File: src/design/prf_pkg.sv
package prf_pkg;

	//////////////////////////////////////////////////
	// sizes of the physical register file
	//////////////////////////////////////////////////

	localparam int PRF_SIZE   = 64;                  // physical registers for the one rename thread
	localparam int PRF_IDX_W  = $clog2(PRF_SIZE);    // 6 bits of entry index
	localparam int PRF_DATA_W = 64;                  // width of a register value

	//////////////////////////////////////////////////
	// shared types
	//////////////////////////////////////////////////

	// index of one physical register, as carried on rename, CDB and retire
	typedef logic [PRF_IDX_W-1:0] prf_idx_t;

	// one register value, also the width of every read port
	typedef logic [PRF_DATA_W-1:0] prf_data_t;

	// one bit per entry, used for free, ready, grant and release vectors
	typedef logic [PRF_SIZE-1:0] prf_mask_t;

	// life cycle of an entry
	// free goes to pending on a grant, pending goes to ready on a CDB write,
	// and either of them goes back to free on a retire release or a mispredict
	typedef enum logic [1:0]
	{
		PRF_FREE    = 2'b00,  // sitting in the free pool
		PRF_PENDING = 2'b01,  // handed to rename, value still in flight
		PRF_READY   = 2'b10   // value has been written by a CDB port
	} prf_state_e;

	// the encoding 2'b11 is never produced by the entry array

endpackage

File: src/design/prf_release.sv
module prf_release
	import prf_pkg::*;
(
	input  logic      rel1_valid,            // first retire release this cycle
	input  prf_idx_t  rel1_idx,              // entry freed by the first retire
	input  logic      rel2_valid,            // second retire release this cycle
	input  prf_idx_t  rel2_idx,              // entry freed by the second retire
	input  logic      mispredict_valid,      // branch mispredict, drop the speculative entries
	input  prf_mask_t mispredict_free_list,  // entries to free on a mispredict

	output prf_mask_t release_mask           // entries that go back to the free pool
);

	prf_mask_t retire_mask;  // decoded retire releases

	// decode the two retire indices into one mask
	always_comb
	begin
		retire_mask = '0;
		if (rel1_valid)
		begin
			retire_mask[rel1_idx] = 1'b1;
		end
		if (rel2_valid)
		begin
			retire_mask[rel2_idx] = 1'b1;
		end
	end

	// a mispredict replaces the retire releases of the same cycle,
	// its list already covers everything that has to leave
	assign release_mask = mispredict_valid ? mispredict_free_list : retire_mask;

	//////////////////////////////////////////////////
	// retire port check
	//////////////////////////////////////////////////

	// both retire ports naming one entry would mean the retirement table
	// mapped one physical register to two architectural ones
	always_comb
	begin
		if (rel1_valid && rel2_valid && !mispredict_valid)
		begin
			a_rel_idx_differ : assert final (rel1_idx != rel2_idx)
				else $error("retire releases both name entry %0d", rel1_idx);
		end
	end

endmodule

File: config.mk
export PLATFORM = sky130hd
export DESIGN_NAME = prf_release
export DESIGN_NICKNAME = d
export VERILOG_FILES = /design/src/design/prf_pkg.sv /design/src/design/prf_release.sv
export SDC_FILE = /design/constraint.sdc
export NUM_CORES = 1
export LEC_CHECK = 0
export ABC_AREA = 1
export BUFFER_PORTS_ARGS = -buffer_cell sky130_fd_sc_hd__buf_2
export CORE_MARGIN = 2
export CORE_UTILIZATION = 47
export DETAILED_ROUTE_END_ITERATION = 16
export GPL_TIMING_DRIVEN = 1
export PLACE_DENSITY = 0.95
export SYNTH_ARGS = -nofsm -noshare
export SYNTH_HDL_FRONTEND = slang
export SYNTH_SLANG_ARGS = --single-unit
File: constraint.sdc
create_clock -name vclk -period 1.75
set_clock_uncertainty 0.15 [all_clocks]
set_input_delay 0.175 -clock vclk [all_inputs]
set_output_delay 0.175 -clock vclk [all_outputs]
set_load 0.01 [all_outputs]
==> results.toml, run 1 <==
[yosys]
synth.area.top_cells = "nand2_1, nor2_1, inv_1, nand3_1, nor2_2"
yosys_warnings = 0
synth_cell_types = 16
yosysTopAreaCellShare_pct = 53.65
syn_inst = 473
seq_area_frac_synth_pct = 0
syn_area_per_cell_um2 = 4.097
synthDominantAreaCellType = "nand2_1"
netlist_area_um2 = 1938
syn-num-nets = 552

[finish]
fillers = 371
final_net_count = 697
final_common_cell = "nand2_1"
final_cell_mix = "nand2_1, buf_2, nor2_1"
clock_buffers = 0
regArea_um2 = 0
syn2layout_area_growth_pct = 40.41
flops_and_latches = 0
drive_above_1_share_pct = 28.90
antenna_cells = 0
multi_input_area_um2 = 1705

[global_route]
antenna_found_initial = 0
grt.overflow.total = 0
grt_pass1_wl_mm = 10.90
grt_pass1_vias = 2641
grt_max_degree = 57
grt_usage_pct = 29.45

[outcome]
outcome = "finished, final reports clean"

[placed_design]
place_congestion = 0.9240
port_buffers = 143
place_ws_ns = 0.1997
place_hpwl_mm = 5.569

[hold_path]
min_path_type = "primary input to output port"
worstHoldStart = "mispredict_free_list[3]"

[pwr]
ir_drop_v = 0.0001379
p_sw_mw = 0.3137
pwr-share-comb_pct = 100.0
p_clk_share_pct = 0
leakage_nw = 1.834
switching_share_pct = 58.98
power.density_nw_per_um2 = 195.4
internal_power_mw = 0.2182
seq_power_share_pct = 0

[route]
wl_mm = 6.936
dr.pass1.iters = 6
avgViaCountPerCell = 4.937
vias = 3288
drt-initial-drc-count = 253
wire_per_inst_um = 10.41
drc = 0
ant_nets = 0

[critical_path]
crit_family = "simple AND/OR/NAND/NOR gates"
endpoint_kind = "output port"
crit_path_max_incr_delay_ns = 0.30
crit_top_cell = "nand2_1"
worstSetupPathType = "primary input to output port"
worstPathBufferInverterCount = 3
crit_arrival_ns = 1.25
crit_start = "rel1_idx[2]"
cp_data_required_time_ns = 1.42
crit_chain = "buf_2 -> inv_1 -> nand3_1 -> nor2_2 -> nand2_1 -> nand2_1 -> nand2_1 -> nand2_1 -> buf_2"
cp-start-kind = "primary input"
crit_path_max_fanout = 7
slowest_stage = "nor2_2"

[cts]
postCtsSetupBuffers = 0
hold_buffers = 0
cts_resized = 0

[floorplanning]
die_h_um = 68.22
die_area_um2 = 4653
die_w_um = 68.22
row_count = 23
core_um2 = 3971
boundaryPins = 143
start_util_pct = 48.80

[sta]
fin_crit_ns = 1.574
tns_ns = 0
post-route-period-util_pct = 89.92
setup_ws_ns = 0.1764
worst_pin_slew_ns = 0.3475
finalSetupViolCount = 0
rsz0062_at_grt = "false"
drv_slew = 0
slew_headroom_pct = 76.76
max_freq_ghz = 0.6355
finalHoldViolCount = 0

[job]
cap_violations = 0
-- layout make-up --
class              instances  area share, %
inverters                 30          4.138
well taps                 50          2.299
multi-input cells        428          62.67
repair buffers           158          30.90
-- power groups by stage --
stage	Combinational [mW]	Clock [mW]	Sequential, mW
finish	0.532	0	0
CTS	0.531	0	0
floorplan	0.303	0	0
detailed placement	0.529	0	0
global route	0.598	0	0
global placement	0.514	0	0
-- worst min-delay path, cell delays in order --
cell	delay, ns
buf_2	0.07
nand2_1	0.04
nand2_1	0.05
buf_2	0.12
-- metal layers --
metal | vias to the layer above | routed length (µm) | global-route usage, %
met5 | - | 0 | 0
met4 | 0 | 132 | 11.25
met3 | 20 | 662 | 1.480
met2 | 199 | 3485 | 56.80
met1 | 1368 | 2655 | 33.46
li1 | 1701 | - | -
-- metrics by stage --
step                      hold slack, ns  util [%]  cells  cell area, µm²  total power, mW
after floorplan                   0.3220         -    473            1938           0.3030
after global routing              0.4973     68.53    666            2721           0.5976
final                             0.4788     68.53    666            2721           0.5319
after detailed placement          0.4803     68.53    666            2721           0.5291
after global placement            0.4779     68.53    666            2721           0.5136
after CTS                         0.4798     68.53    666            2721           0.5311
-- cell usage after synthesis --
master / instances
nor2_2: 9
clkbuf_1: 3
buf_4: 3
a21oi_1: 4
nor3_4: 1
clkbuf_8: 4
buf_6: 1
or2_2: 8
nor2_1: 101
inv_2: 1
nand2_1: 277
nand3_1: 20
buf_2: 4
nand4_1: 3
o21ai_0: 5
inv_1: 29
-- path summary, 6_finish.rpt --
check              end  cells after the start
max    release_mask[3]                      9
min    release_mask[3]                      4
-- logic make-up after synthesis --
logic type / after synthesis / share of synthesized area [%]
compound gates: 9 / 2.324
simple gates: 419 / 85.67
buf+inv: 45 / 12.01
Note: power is estimated with default switching activity, not from simulation.
==> inputs of run 2 (changes only) <==
--- a/config.mk
+++ b/config.mk
@@ -7,8 +7,10 @@
 export LEC_CHECK = 0
 export ABC_AREA = 1
 export BUFFER_PORTS_ARGS = -buffer_cell sky130_fd_sc_hd__buf_2
+export CELL_PAD_IN_SITES_DETAIL_PLACEMENT = 2
+export CELL_PAD_IN_SITES_GLOBAL_PLACEMENT = 2
 export CORE_MARGIN = 2
-export CORE_UTILIZATION = 47
+export CORE_UTILIZATION = 18
 export DETAILED_ROUTE_END_ITERATION = 16
 export GPL_TIMING_DRIVEN = 1
 export PLACE_DENSITY = 0.95
==> run 2 against run 1 <==
- critical path depth shrank 1
- global-route usage shrank 11 points
- cell area grew 5.9%
- largest cell class unchanged
- routed wire length grew 62%
- sequential share of layout area is the same
- core utilization shrank 41 points
- worst hold slack gained 0.0068 ns
- highest routed layer unchanged
==> results.toml, run 2 (synthesis gave the netlist of run 1 again) <==
[finish]
fin_util_pct = 27.79
final_net_count = 699
syn2layout_area_growth_pct = 48.68
fillers = 1465
regArea_um2 = 0
flops_and_latches = 0
drive_above_1_share_pct = 29.61
antenna_cells = 0
final_common_cell = "nand2_1"
final_cell_mix = "nand2_1, buf_2, nor2_1"
clock_buffers = 0
fin_area_um2 = 2882

[floorplanning]
core_um2 = 10370
boundaryPins = 143
die_h_um = 107.8
die_area_um2 = 11610
die_w_um = 107.8
row_count = 37
start_util_pct = 18.69

[critical_path]
crit_path_max_fanout = 7
crit_chain = "buf_2 -> inv_1 -> nor2_2 -> nand2_1 -> nand2_1 -> nand2_1 -> nand2_1 -> buf_2"
crit_family = "simple AND/OR/NAND/NOR gates"
endpoint_kind = "output port"
crit_path_max_incr_delay_ns = 0.36
cp_data_required_time_ns = 1.42
crit_path_end = "release_mask[15]"
worstPathBufferInverterCount = 3
slowest_stage = "nor2_2"
crit_cells = 8
crit_arrival_ns = 1.34
crit_top_cell = "nand2_1"
cp-start-kind = "primary input"
worstSetupPathType = "primary input to output port"
crit_start = "rel1_valid"

[placed_design]
place_area_um2 = 2841
place_congestion = 0.7936
port_buffers = 143
place_hpwl_mm = 9.297

[pwr]
switching_share_pct = 61.31
leakage_nw = 1.851
power.density_nw_per_um2 = 201.1
pwr-share-comb_pct = 100.0
internal_power_mw = 0.2242
p_clk_share_pct = 0
seq_power_share_pct = 0
ir_drop_v = 0.00007135
p_sw_mw = 0.3553

[sta]
finalSetupViolCount = 0
post-route-period-util_pct = 94.91
rsz0062_at_grt = "true"
tns_ns = 0
max_freq_ghz = 0.6021
drv_slew = 0
slew_headroom_pct = 73.71
finalHoldViolCount = 0
worst_pin_slew_ns = 0.3939
fin_crit_ns = 1.661

[cts]
hold_buffers = 0

[route]
wl_mm = 11.22
avgViaCountPerCell = 4.552
vias = 3432
wl_met1_mm = 4.586
topRoutingLayerUsed = "met4"
drt-initial-drc-count = 102
wl_met3_um = 444
wire_per_inst_um = 14.88
wl_met2_mm = 6.074
ant_nets = 0
dr.pass1.iters = 4
drc = 0

[job]
cap_violations = 0

[global_route]
grt.overflow.total = 0
grt_pass1_vias = 3783
grt_pass1_wl_mm = 18.02
grt_max_degree = 57
grt_usage_pct = 18.93
antenna_found_initial = 0

[hold_path]
min_path_type = "primary input to output port"
worstHoldStart = "mispredict_free_list[23]"

[outcome]
outcome = "finished, final reports clean"
==> run 2: cell types whose count changed in the layout (fill, tap and decap cells not counted) <==
cell,previous run,this run
buf_4,14,15
nand3_2,0,3
nor2_4,0,2
nor2_2,9,7
nand3_1,20,17
buf_12,1,2
==> run 2: cell type report <==
type / count / area (µm²) / share of cell area, %
repair buffers: 160 / 868.3 / 30.13
multi-input cells: 428 / 1730 / 60.05
well taps: 136 / 170.2 / 5.905
inverters: 30 / 112.6 / 3.908
==> run 2: worst min-delay path by stage <==
| stage | end | slack [ns] | depth (start not counted) |
|---|---|---|---|
| 2_1_floorplan | release_mask[3] | 0.32 | 2 |
| 3_3_place_gp | release_mask[47] | 0.48 | 4 |
| 3_5_place_dp | release_mask[23] | 0.49 | 4 |
| 4_1_cts | release_mask[47] | 0.49 | 4 |
| 5_1_grt | release_mask[27] | 0.50 | 4 |
| 6_report | release_mask[23] | 0.49 | 4 |
==> run 2: repair_timing <==
item,4_1_cts,5_1_grt
setup buffers,0,2
endpoints found under the setup margin,0,20
resized for setup,0,5
==> run 2: power groups by stage <==
stage	clock, mW	sequential [mW]	combinational, mW
floorplan	0	0	0.303
global placement	0	0	0.542
detailed placement	0	0	0.579
CTS	0	0	0.581
global route	0	0	0.648
finish	0	0	0.579
==> run 2: tightest hold or removal path, cell delays in order <==
cell and delay [ns]:
buf_2 0.07, nand2_1 0.04, nand2_1 0.05, buf_2 0.12
==> run 2: routing by layer <==
metal | track usage, % | vias to the layer above
met5 | 0 | -
li1 | - | 1703
met1 | 21.18 | 1639
met2 | 38.63 | 82
met3 | 1.695 | 8
met4 | 2.747 | 0
==> run 2: stage by stage <==
stage	cells	hold WS, ns	worst slack (ns)	power (mW)
2_1_floorplan	473	0.3220	0.4596	0.3030
3_3_place_gp	752	0.4836	0.1723	0.5424
3_5_place_dp	752	0.4927	0.07154	0.5795
4_1_cts	752	0.4933	0.07199	0.5811
5_1_grt	754	0.5031	-0.04245	0.6478
6_report	754	0.4857	0.08906	0.5794
