File: config.mk
export PLATFORM = sky130hd
export DESIGN_NAME = prf_alloc
export DESIGN_NICKNAME = d
export VERILOG_FILES = /design/src/design/prf_pkg.sv /design/src/design/prf_alloc.sv
export SDC_FILE = /design/constraint.sdc
export NUM_CORES = 1
export LEC_CHECK = 0
export BUFFER_PORTS_ARGS = -buffer_cell sky130_fd_sc_hd__buf_2
export CAP_MARGIN = 15
export CORE_MARGIN = 3
export CORE_UTILIZATION = 54
export DETAILED_ROUTE_END_ITERATION = 10
export PLACE_DENSITY = 0.85
export SLEW_MARGIN = 0
export SYNTH_ARGS = -nofsm -noshare
export SYNTH_HDL_FRONTEND = slang
export SYNTH_SLANG_ARGS = --single-unit
File: constraint.sdc
create_clock -name vclk -period 6.04
set_clock_uncertainty 0.05 [all_clocks]
set_input_delay 0.604 -clock vclk [all_inputs]
set_output_delay 0.604 -clock vclk [all_outputs]
set_load 0.05 [all_outputs]
File: src/design/prf_pkg.sv
package prf_pkg;

	//////////////////////////////////////////////////
	// sizes of the physical register file
	//////////////////////////////////////////////////

	localparam int PRF_SIZE   = 64;                  // physical registers for the one rename thread
	localparam int PRF_IDX_W  = $clog2(PRF_SIZE);    // 6 bits of entry index
	localparam int PRF_DATA_W = 64;                  // width of a register value

	//////////////////////////////////////////////////
	// shared types
	//////////////////////////////////////////////////

	// index of one physical register, as carried on rename, CDB and retire
	typedef logic [PRF_IDX_W-1:0] prf_idx_t;

	// one register value, also the width of every read port
	typedef logic [PRF_DATA_W-1:0] prf_data_t;

	// one bit per entry, used for free, ready, grant and release vectors
	typedef logic [PRF_SIZE-1:0] prf_mask_t;

	// life cycle of an entry
	// free goes to pending on a grant, pending goes to ready on a CDB write,
	// and either of them goes back to free on a retire release or a mispredict
	typedef enum logic [1:0]
	{
		PRF_FREE    = 2'b00,  // sitting in the free pool
		PRF_PENDING = 2'b01,  // handed to rename, value still in flight
		PRF_READY   = 2'b10   // value has been written by a CDB port
	} prf_state_e;

	// the encoding 2'b11 is never produced by the entry array

endpackage

File: src/design/prf_alloc.sv
module prf_alloc
	import prf_pkg::*;
(
	input  logic      alloc_req1,    // rename asks for a first new entry
	input  logic      alloc_req2,    // rename asks for a second new entry
	input  prf_mask_t free_mask,     // entries currently in the free pool

	output logic      alloc_valid1,  // slot 1 got an entry this cycle
	output logic      alloc_valid2,  // slot 2 got an entry this cycle
	output prf_idx_t  alloc_idx1,    // entry granted to slot 1, zero when not valid
	output prf_idx_t  alloc_idx2,    // entry granted to slot 2, zero when not valid
	output prf_mask_t grant_mask,    // both grants merged, goes to the entry array
	output logic      prf_full       // no entry left in the free pool
);

	//////////////////////////////////////////////////
	// lowest-index search
	//////////////////////////////////////////////////

	// returns the lowest set bit of the mask as an index
	// an empty mask returns zero, so the caller has to qualify with an or-reduce
	function automatic prf_idx_t lowest_free(input prf_mask_t mask);
		prf_idx_t idx;
		idx = '0;
		for (int i = PRF_SIZE - 1; i >= 0; i--)
		begin
			if (mask[i])
			begin
				idx = prf_idx_t'(i);  // later hits are lower indices and overwrite
			end
		end
		return idx;
	endfunction

	prf_mask_t search2_mask;   // free entries left over for slot 2
	prf_mask_t slot1_onehot;   // slot 1 grant as a one-hot vector
	prf_mask_t slot2_onehot;   // slot 2 grant as a one-hot vector

	//////////////////////////////////////////////////
	// slot 1 searches the whole free pool
	//////////////////////////////////////////////////

	assign alloc_valid1 = alloc_req1 && (|free_mask);
	assign alloc_idx1   = alloc_valid1 ? lowest_free(free_mask) : '0;
	assign slot1_onehot = alloc_valid1 ? (prf_mask_t'(1) << alloc_idx1) : '0;

	//////////////////////////////////////////////////
	// slot 2 searches what slot 1 left behind
	//////////////////////////////////////////////////

	// when slot 1 was not granted its one-hot is zero, so slot 2 sees the full pool
	assign search2_mask = free_mask & ~slot1_onehot;

	assign alloc_valid2 = alloc_req2 && (|search2_mask);
	assign alloc_idx2   = alloc_valid2 ? lowest_free(search2_mask) : '0;
	assign slot2_onehot = alloc_valid2 ? (prf_mask_t'(1) << alloc_idx2) : '0;

	// the array marks these entries pending at the next edge
	assign grant_mask = slot1_onehot | slot2_onehot;

	// full means nothing free at all, independent of the requests
	assign prf_full = ~(|free_mask);

endmodule

==> flow_metrics.tcl, run 1 <==
set metrics [dict create \
    status "finished, violations left" \
    violations "DRC" \
    min-delay-start "alloc_req1" \
    ff_latch_area_um2 0 \
    finalSetupViolCount 0 \
    crit_fanout 9 \
    slowest_stage "or4_4" \
    power_density_nw_per_um2 46.9 \
    dpl.hpwl_mm 17.0 \
    maxCapViolCount 0 \
    grt_max_degree 36 \
    crit_start "free_mask[12]" \
    die_x_um 93.7 \
    cp-start-kind "input port" \
    leakage_nw 2.18 \
    finalSetupTns_ns 0 \
    hold_viol 0 \
    gr-usage-all-layers 0.462 \
    period_needed_ns 6.00 \
    ys_top_cells_by_area "o22ai_1 7.4%, nor2_1 5.8%, o21ai_0 4.8%" \
    syn_nets 717 \
    syn_avg_cell_area_um2 6.37 \
    routed_wirelength_mm 22.2 \
    ios 145 \
    grt.overflow.total 0 \
    path_common_cell "buf_4" \
    yosysWarnings 0 \
    netlist_instances 651 \
    clock.fmax_mhz 167 \
    final-instance-count-excl-fill 929 \
    netlist.area_leader.share 0.0739 \
    detail_route.wl_per_cell_um 23.9 \
    yosys.area.top_type "o22ai_1" \
    worst_ir_drop_vdd_uv 34.7 \
    critPathRequiredTime_ns 5.39 \
    antenna_cells 0 \
    first_iter_violations 1695 \
    hold_path_depth 3 \
    hold_end "alloc_valid1" \
    worstSetupPathType "in2out" \
    gp_congestion 1.18 \
    place_ws_ns 0.0889 \
    area_growth_pct 44.5 \
    fin_nets 898 \
    remaining_drc_errors 1 \
    dieHeight_um 93.7 \
    fillCellCount 513 \
    grt_antenna_before_repair 0 \
    worst_pin_slew_ns 0.592 \
    n_clock_buffer 0 \
    die_area_um2 8770 \
    synth_seq_area_share 0 \
    drive_gt1_frac 0.424 \
    drt_pre_antenna_iters 11 \
    grt_pass1_wl_mm 32.8 \
    coreArea_um2 7370 \
    portBuffers 145 \
    yosysMostFrequentCell "nor2_1" \
    place_inst 920 \
    slew_headroom 0.605 \
    path_cells "buf_2, or4_4, a2111oi_4, and4_4, a221oi_4, a21oi_2, buf_4, o21ai_1, o311ai_1, buf_4, nand4_1, nor3b_4, a41oi_4, nor2b_1, o211a_1, or3b_1, buf_4, o22ai_2, clkbuf_4" \
    multiInputGateArea_um2 4470 \
    initial_core_util 0.563 \
    hold_class "in2out" \
    fin_crit_sh 0.994 \
    slew_viol_final 0 \
    critPathArrivalTime_ns 5.35 \
    ys_types 89 \
    synth.cell_area_um2 4150 \
    vias 7249 \
    seq_cells 0 \
    viasPerCell 7.80 \
    critical-path-max-stage-delay_ns 0.55 \
    rows 31 \
    ant_nets 0 \
    grt_pass1_vias 6545 \
    endpoint_kind "output port" \
    fin_ws_ns 0.0378 \
    yosys-top-cells-count "64 x nor2_1, 49 x o22ai_1, 44 x nand2_1" \
]
## metal layers
metal | routed length, um | GRT usage | part of all wire | up-vias
met1 | 7440 | 0.593 | 0.33 | 3175
li1 | - | - | - | 2996
met3 | 3920 | 0.132 | 0.18 | 232
met2 | 9210 | 0.716 | 0.41 | 846
met5 | 0 | 0 | 0 | -
met4 | 1630 | 0.206 | 0.074 | 0
## layout by cell type (no fill, tap or decap), types with 10 or more instances in the layout
master,instances
a21oi_1,36
buf_2,136
buf_4,73
inv_1,22
nand2_1,42
nand2b_1,23
nand3_1,18
nand4_1,19
nor2_1,60
nor3_1,31
nor4_1,13
nor4_2,10
o211ai_1,16
o21ai_0,34
o22ai_1,13
o22ai_2,29
or2_2,14
or3_1,10
## critical path, delay by kind of cell
family	cells	cell delay, ns
simple gates	6	1.93
compound gates	8	1.83
buf+inv	5	0.97
## through the flow
stage | hold slack, ns | power (mW) | utilization | area [um^2]
floorplan | 1.34 | 0.153 | - | 4670
global placement | 1.62 | 0.249 | 0.784 | 5780
detailed placement | 1.63 | 0.256 | 0.784 | 5780
CTS | 1.63 | 0.257 | 0.784 | 5780
global route | 1.65 | 0.290 | 0.814 | 6000
finish | 1.64 | 0.282 | 0.814 | 6000
## cell type report
class / count / share of cell area
timing repair buffer: 218 / 0.218
inverter: 25 / 0.0161
tap: 99 / 0.0207
multi-input combinational: 587 / 0.745
## how the worst max path moves through the flow
stage / to / slack [ns] / cells past startpoint
after global routing: grant_mask[36] / -0.07 / 18
after detailed placement: grant_mask[34] / 0.09 / 17
final: grant_mask[36] / 0.04 / 19
after CTS: grant_mask[34] / 0.05 / 17
after global placement: grant_mask[34] / 0.19 / 16
after floorplan: grant_mask[17] / -0.14 / 19
## power by group
group	switching [mW]	leakage (nW)	internal (mW)	total (mW)
clock	0	0	0	0
sequential	0	0	0	0
combinational	0.191	2.18	0.0909	0.282
## timing repair
item | CTS | global route
setup endpoints to repair | 0 | 62
setup buffers | 0 | 9
endpoints found under the hold margin | 0 | 0
resized for setup | 0 | 33
hold buffers | 0 | 0
## cell families (layout without fill, tap and decap cells)
kind of cell / count (synthesis) / in the layout / share of synthesized area
compound gates: 284 / 284 / 0.502
buf+inv: 64 / 243 / 0.0739
mux: 1 / 1 / 0.00241
simple gates: 302 / 302 / 0.421
Power figures use the tool's default switching activity.
==> run 2, diff against run 1 <==
--- a/config.mk
+++ b/config.mk
@@ -7,7 +7,7 @@
 export LEC_CHECK = 0
 export BUFFER_PORTS_ARGS = -buffer_cell sky130_fd_sc_hd__buf_2
 export CAP_MARGIN = 15
-export CORE_MARGIN = 3
+export CORE_MARGIN = 2
 export CORE_UTILIZATION = 54
 export DETAILED_ROUTE_END_ITERATION = 10
 export PLACE_DENSITY = 0.85
==> flow_metrics.tcl, run 2 (same netlist as run 1, synthesis figures left out) <==
set metrics [dict create \
    status "finished, violations left" \
    violations "DRC, setup timing" \
    grt_pass1_vias 6631 \
    antenna_cells 0 \
    p_total_uw 295 \
    period_needed_ns 6.10 \
    path_cells "buf_2, or4_4, a2111oi_4, and4_4, a221oi_4, buf_4, a21oi_4, buf_4, o211ai_1, a21oi_2, o22ai_1, buf_4, o21ba_2, nand2_1, nand4bb_1, a31oi_4, or3b_1, buf_4, o22ai_4, clkbuf_4" \
    die_x_um 91.7 \
    grt_pass1_wl_mm 33.7 \
    final_area_um2 6030 \
    cts_hold_buf 0 \
    gp_congestion 1.15 \
    cp_top_family "compound AO/OA/AOI/OAI gates" \
    utilization 0.823 \
    detail_route.wl_per_cell_um 24.8 \
    remaining_drc_errors 38 \
    routed_wirelength_mm 23.0 \
    final_cell_mix "135 x buf_2, 69 x buf_4, 60 x nor2_1" \
    drt_pre_antenna_iters 11 \
    final_common_cell "buf_2" \
    critical-path-max-stage-delay_ns 0.55 \
    critPathArrivalTime_ns 5.45 \
    slowest_stage "or4_4" \
    dieHeight_um 91.7 \
    first_iter_violations 1941 \
    seq_cells 0 \
    endpoint_kind "output port" \
    area_growth_pct 45.4 \
    fin_crit_sh 1.01 \
    leakage_nw 2.18 \
    worst_ir_drop_vdd_uv 53.8 \
    n_clock_buffer 0 \
    ant_nets 0 \
    viasPerCell 7.90 \
    path_common_cell "buf_4" \
    finalSetupViolCount 10 \
    worstSetupPathType "in2out" \
    slew_headroom 0.572 \
    grt.overflow.total 0 \
    critPathRequiredTime_ns 5.39 \
    ff_latch_area_um2 0 \
    die_area_um2 8400 \
    crit_buf_inv 6 \
    clock.fmax_mhz 164 \
    maxCapViolCount 0 \
    portBuffers 145 \
    grt_antenna_before_repair 0 \
    rows 31 \
    ios 145 \
    worst_pin_slew_ns 0.636 \
    power_density_nw_per_um2 48.9 \
    initial_core_util 0.566 \
    dpl.hpwl_mm 17.2 \
    drive_gt1_frac 0.425 \
    hold_viol 0 \
    place_ws_ns -0.0437 \
    grt_max_degree 24 \
    gr-usage-all-layers 0.489 \
    placedInstanceArea_um2 5790 \
    crit_fanout 7 \
    fin_nets 898 \
    fin_ws_ns -0.0646 \
    slew_viol_final 0 \
    cp-start-kind "input port" \
    coreArea_um2 7330 \
    hold_class "in2out" \
    vias 7338 \
]
[run 2: layout make-up]
| class | instances | area, um^2 |
|---|---|---|
| fillers | 478 | 1300 |
| repair buffers | 217 | 1330 |
| well taps | 99 | 124 |
| multi-input cells | 588 | 4480 |
| inverters | 25 | 96.3 |
[run 2: worst paths after layout]
check / startpoint / end / slack, ns / cells after the start
max: free_mask[12] / grant_mask[4] / -0.06 / 20
min: alloc_req1 / alloc_valid1 / 1.66 / 3
[run 2: repair_timing]
action,CTS,global route
setup endpoints to repair,8,64
pin swaps,1,8
gates resized for setup,1,37
endpoints found under the hold margin,0,0
gates cloned,0,1
setup buffers,2,8
[run 2: layer usage]
metal | wire length, um | track usage | vias to the layer above
li1 | - | - | 2992
met1 | 7620 | 0.615 | 3152
met2 | 9350 | 0.748 | 894
met3 | 3990 | 0.144 | 300
met4 | 2060 | 0.259 | 0
met5 | 0 | 0 | -
[run 2: metrics by stage]
| step | instances | setup TNS (ns) | hold WS [ns] |
|---|---|---|---|
| 2_1_floorplan | 651 | -2.21 | 1.34 |
| 4_1_cts | 920 | 0 | 1.65 |
| 5_1_grt | 929 | -0.739 | 1.66 |
| 3_5_place_dp | 918 | -0.0568 | 1.64 |
| 6_report | 929 | -0.364 | 1.66 |
| 3_3_place_gp | 918 | 0 | 1.65 |
[run 2: report_power, final]
| group | switching [mW] | total [mW] | internal (mW) |
|---|---|---|---|
| clock network | 0 | 0 | 0 |
| registers | 0 | 0 | 0 |
| logic | 0.199 | 0.295 | 0.0956 |
==> run 3, diff against run 2 <==
--- a/config.mk
+++ b/config.mk
@@ -5,12 +5,13 @@
 export SDC_FILE = /design/constraint.sdc
 export NUM_CORES = 1
 export LEC_CHECK = 0
-export BUFFER_PORTS_ARGS = -buffer_cell sky130_fd_sc_hd__buf_2
 export CAP_MARGIN = 15
 export CORE_MARGIN = 2
-export CORE_UTILIZATION = 54
+export CORE_UTILIZATION = 62
 export DETAILED_ROUTE_END_ITERATION = 10
-export PLACE_DENSITY = 0.85
+export DONT_BUFFER_PORTS = 1
+export PLACE_DENSITY = 0.78
+export SETUP_SLACK_MARGIN = 0.3
 export SLEW_MARGIN = 0
 export SYNTH_ARGS = -nofsm -noshare
 export SYNTH_HDL_FRONTEND = slang
==> constraint.sdc (replaced) <==
create_clock -name vclk -period 5.85
set_clock_uncertainty 0.05 [all_clocks]
set_input_delay 0.585 -clock vclk [all_inputs]
set_output_delay 0.585 -clock vclk [all_outputs]
set_load 0.05 [all_outputs]
==> flow_metrics.tcl, run 3 <==
set metrics [dict create \
    status "did not finish" \
    haltStage "3_5_place_dp" \
    error_line "[ERROR DPL-0038] Utilization greater than 100%, impossible to legalize" \
    initial_core_util 0.646 \
    yosysWarnings 0 \
    dieHeight_um 85.8 \
    yosys.area.top_type "o22ai_1" \
    netlist.area_leader.share 0.0739 \
    gp_congestion 1.22 \
    portBuffers 0 \
    yosysMostFrequentCell "nor2_1" \
    ios 145 \
    ys_top_cells_by_area "o22ai_1 7.4%, nor2_1 5.8%, o21ai_0 4.8%" \
    netlist_instances 651 \
    synth.cell_area_um2 4150 \
    yosys-top-cells-count "64 x nor2_1, 49 x o22ai_1, 44 x nand2_1" \
    synth_seq_area_share 0 \
    syn_avg_cell_area_um2 6.37 \
    syn_nets 717 \
    rows 29 \
    die_x_um 85.8 \
    ys_types 89 \
]
run 3: cell counts after synthesis:
No cell type changed its count.
run 3: per-stage QoR:
stage          hold WS [ns]  std cells  TNS [ns]
3_3_place_gp           1.40        817   -0.0520
2_1_floorplan          1.30        651     -2.07
run 3: cell families after synthesis:
group,count (synthesis),synth area share
multiplexers,1,0.00241
AND/OR/NAND/NOR,302,0.421
buffers and inverters,64,0.0739
AO/OA/AOI/OAI,284,0.502
==> run 4, diff against run 3 <==
--- a/config.mk
+++ b/config.mk
@@ -7,11 +7,10 @@
 export LEC_CHECK = 0
 export CAP_MARGIN = 15
 export CORE_MARGIN = 2
-export CORE_UTILIZATION = 62
+export CORE_UTILIZATION = 40
 export DETAILED_ROUTE_END_ITERATION = 10
 export DONT_BUFFER_PORTS = 1
-export PLACE_DENSITY = 0.78
-export SETUP_SLACK_MARGIN = 0.3
+export PLACE_DENSITY_LB_ADDON = 0.15
 export SLEW_MARGIN = 0
 export SYNTH_ARGS = -nofsm -noshare
 export SYNTH_HDL_FRONTEND = slang
==> flow_metrics.tcl, run 4 (same netlist as run 1, synthesis figures left out) <==
set metrics [dict create \
    area_growth_pct 66.4 \
    p_total_uw 254 \
    gp_congestion 1.09 \
    leakage_nw 2.26 \
    die_area_um2 11200 \
    remaining_drc_errors 0 \
    rsz0062_at_grt "yes" \
    seqPwrFrac 0 \
    hold_viol 0 \
    combinationalPowerShare 1.000 \
    multiInputGateArea_um2 4560 \
    seq_cells 0 \
    slew_viol_final 0 \
    whs_ns 1.40 \
    final_cell_mix "132 x buf_4, 61 x nor2_1, 54 x buf_12" \
    path_cells "or4_4, o211ai_2, o211ai_2, a221oi_4, nand2_4, buf_4, o41a_1, o2bb2ai_2, nand2_1, a211o_1, and4_1, o31ai_2, a31oi_4, or3b_1, buf_4, o22ai_2, buf_12" \
    grt_max_degree 29 \
    finalSetupViolCount 0 \
    p_clk_frac 0 \
    final_common_cell "buf_4" \
    grt_pass1_vias 6631 \
    viasPerCell 7.43 \
    rows 37 \
    dieHeight_um 106 \
    n_clock_buffer 0 \
    ff_latch_area_um2 0 \
    clock.fmax_mhz 174 \
    p_int_uw 98.7 \
    crit_start "free_mask[56]" \
    endpoint_kind "output port" \
    portBuffers 0 \
    min-delay-start "alloc_req1" \
    power_density_nw_per_um2 36.8 \
    dpl.hpwl_mm 20.6 \
    grt_antenna_before_repair 0 \
    critical-path-max-stage-delay_ns 0.54 \
    worstSetupPathType "in2out" \
    finalSetupTns_ns 0 \
    slew_headroom 0.315 \
    first_iter_violations 1009 \
    cp-start-kind "input port" \
    drive_gt1_frac 0.421 \
    grt.overflow.total 0 \
    cts_hold_buf 0 \
    ios 145 \
    crit_fanout 9 \
    critPathRequiredTime_ns 5.22 \
    initial_core_util 0.407 \
    routed_wirelength_mm 25.5 \
    vias 6936 \
    p_sw_uw 156 \
    hold_class "in2out" \
    die_x_um 106 \
    period_needed_ns 5.76 \
    worst_ir_drop_vdd_uv 34.9 \
    worst_pin_slew_ns 1.02 \
    detail_route.wl_per_cell_um 27.3 \
    ant_nets 0 \
    fin_nets 866 \
    swShare 0.612 \
    antenna_cells 0 \
    final_area_um2 6900 \
    critPathArrivalTime_ns 5.12 \
    drt_pre_antenna_iters 6 \
    gr-usage-all-layers 0.433 \
    fin_crit_sh 0.985 \
    status "finished, final reports clean" \
    maxCapViolCount 0 \
    fillCellCount 831 \
    coreArea_um2 10200 \
    placedInstanceArea_um2 6720 \
    slowest_stage "or4_4" \
    grt_pass1_wl_mm 38.4 \
]
run 4: final timing paths:
kind  slack [ns]            end  cells after the start
max         0.09  grant_mask[2]                     17
min         1.40   alloc_valid1                      1
run 4: power groups by stage:
stage	Clock [mW]	Sequential [mW]	Combinational, mW
final	0	0	0.254
after detailed placement	0	0	0.237
after floorplan	0	0	0.166
after global routing	0	0	0.264
after CTS	0	0	0.239
after global placement	0	0	0.235
run 4: through the flow:
stage,setup slack (ns),std cells,util
2_1_floorplan,-0.0561,651,-
3_3_place_gp,0.00929,927,0.660
3_5_place_dp,0.00564,927,0.660
4_1_cts,0.0298,928,0.660
5_1_grt,-0.0235,934,0.678
6_report,0.0901,934,0.678
run 4: metal layers:
metal  part of all wire  track usage  vias to the layer above
li1                   -            -                     2933
met1               0.37        0.566                     3225
met2               0.44        0.696                      638
met3               0.13        0.105                      140
met4              0.056        0.144                        0
met5                  0            0                        -
run 4: worst max-delay path, delay by kind of cell:
| kind | cells | cell delay (ns) |
|---|---|---|
| AO/OA/AOI/OAI | 9 | 2.55 |
| AND/OR/NAND/NOR | 5 | 1.40 |
| buffers and inverters | 3 | 0.58 |
run 4: final cells by class:
cell class | count | share of cell area
Multi-Input combinational cell | 587 | 0.661
Inverter | 25 | 0.0143
Timing Repair Buffer | 186 | 0.300
Tap cell | 136 | 0.0246
run 4: what timing repair did:
action / 4_1_cts / 5_1_grt
buffers inserted: 1 / 6
endpoints found under the setup margin: 4 / 63
pin swaps: 1 / 4
gates resized for setup: 0 / 26
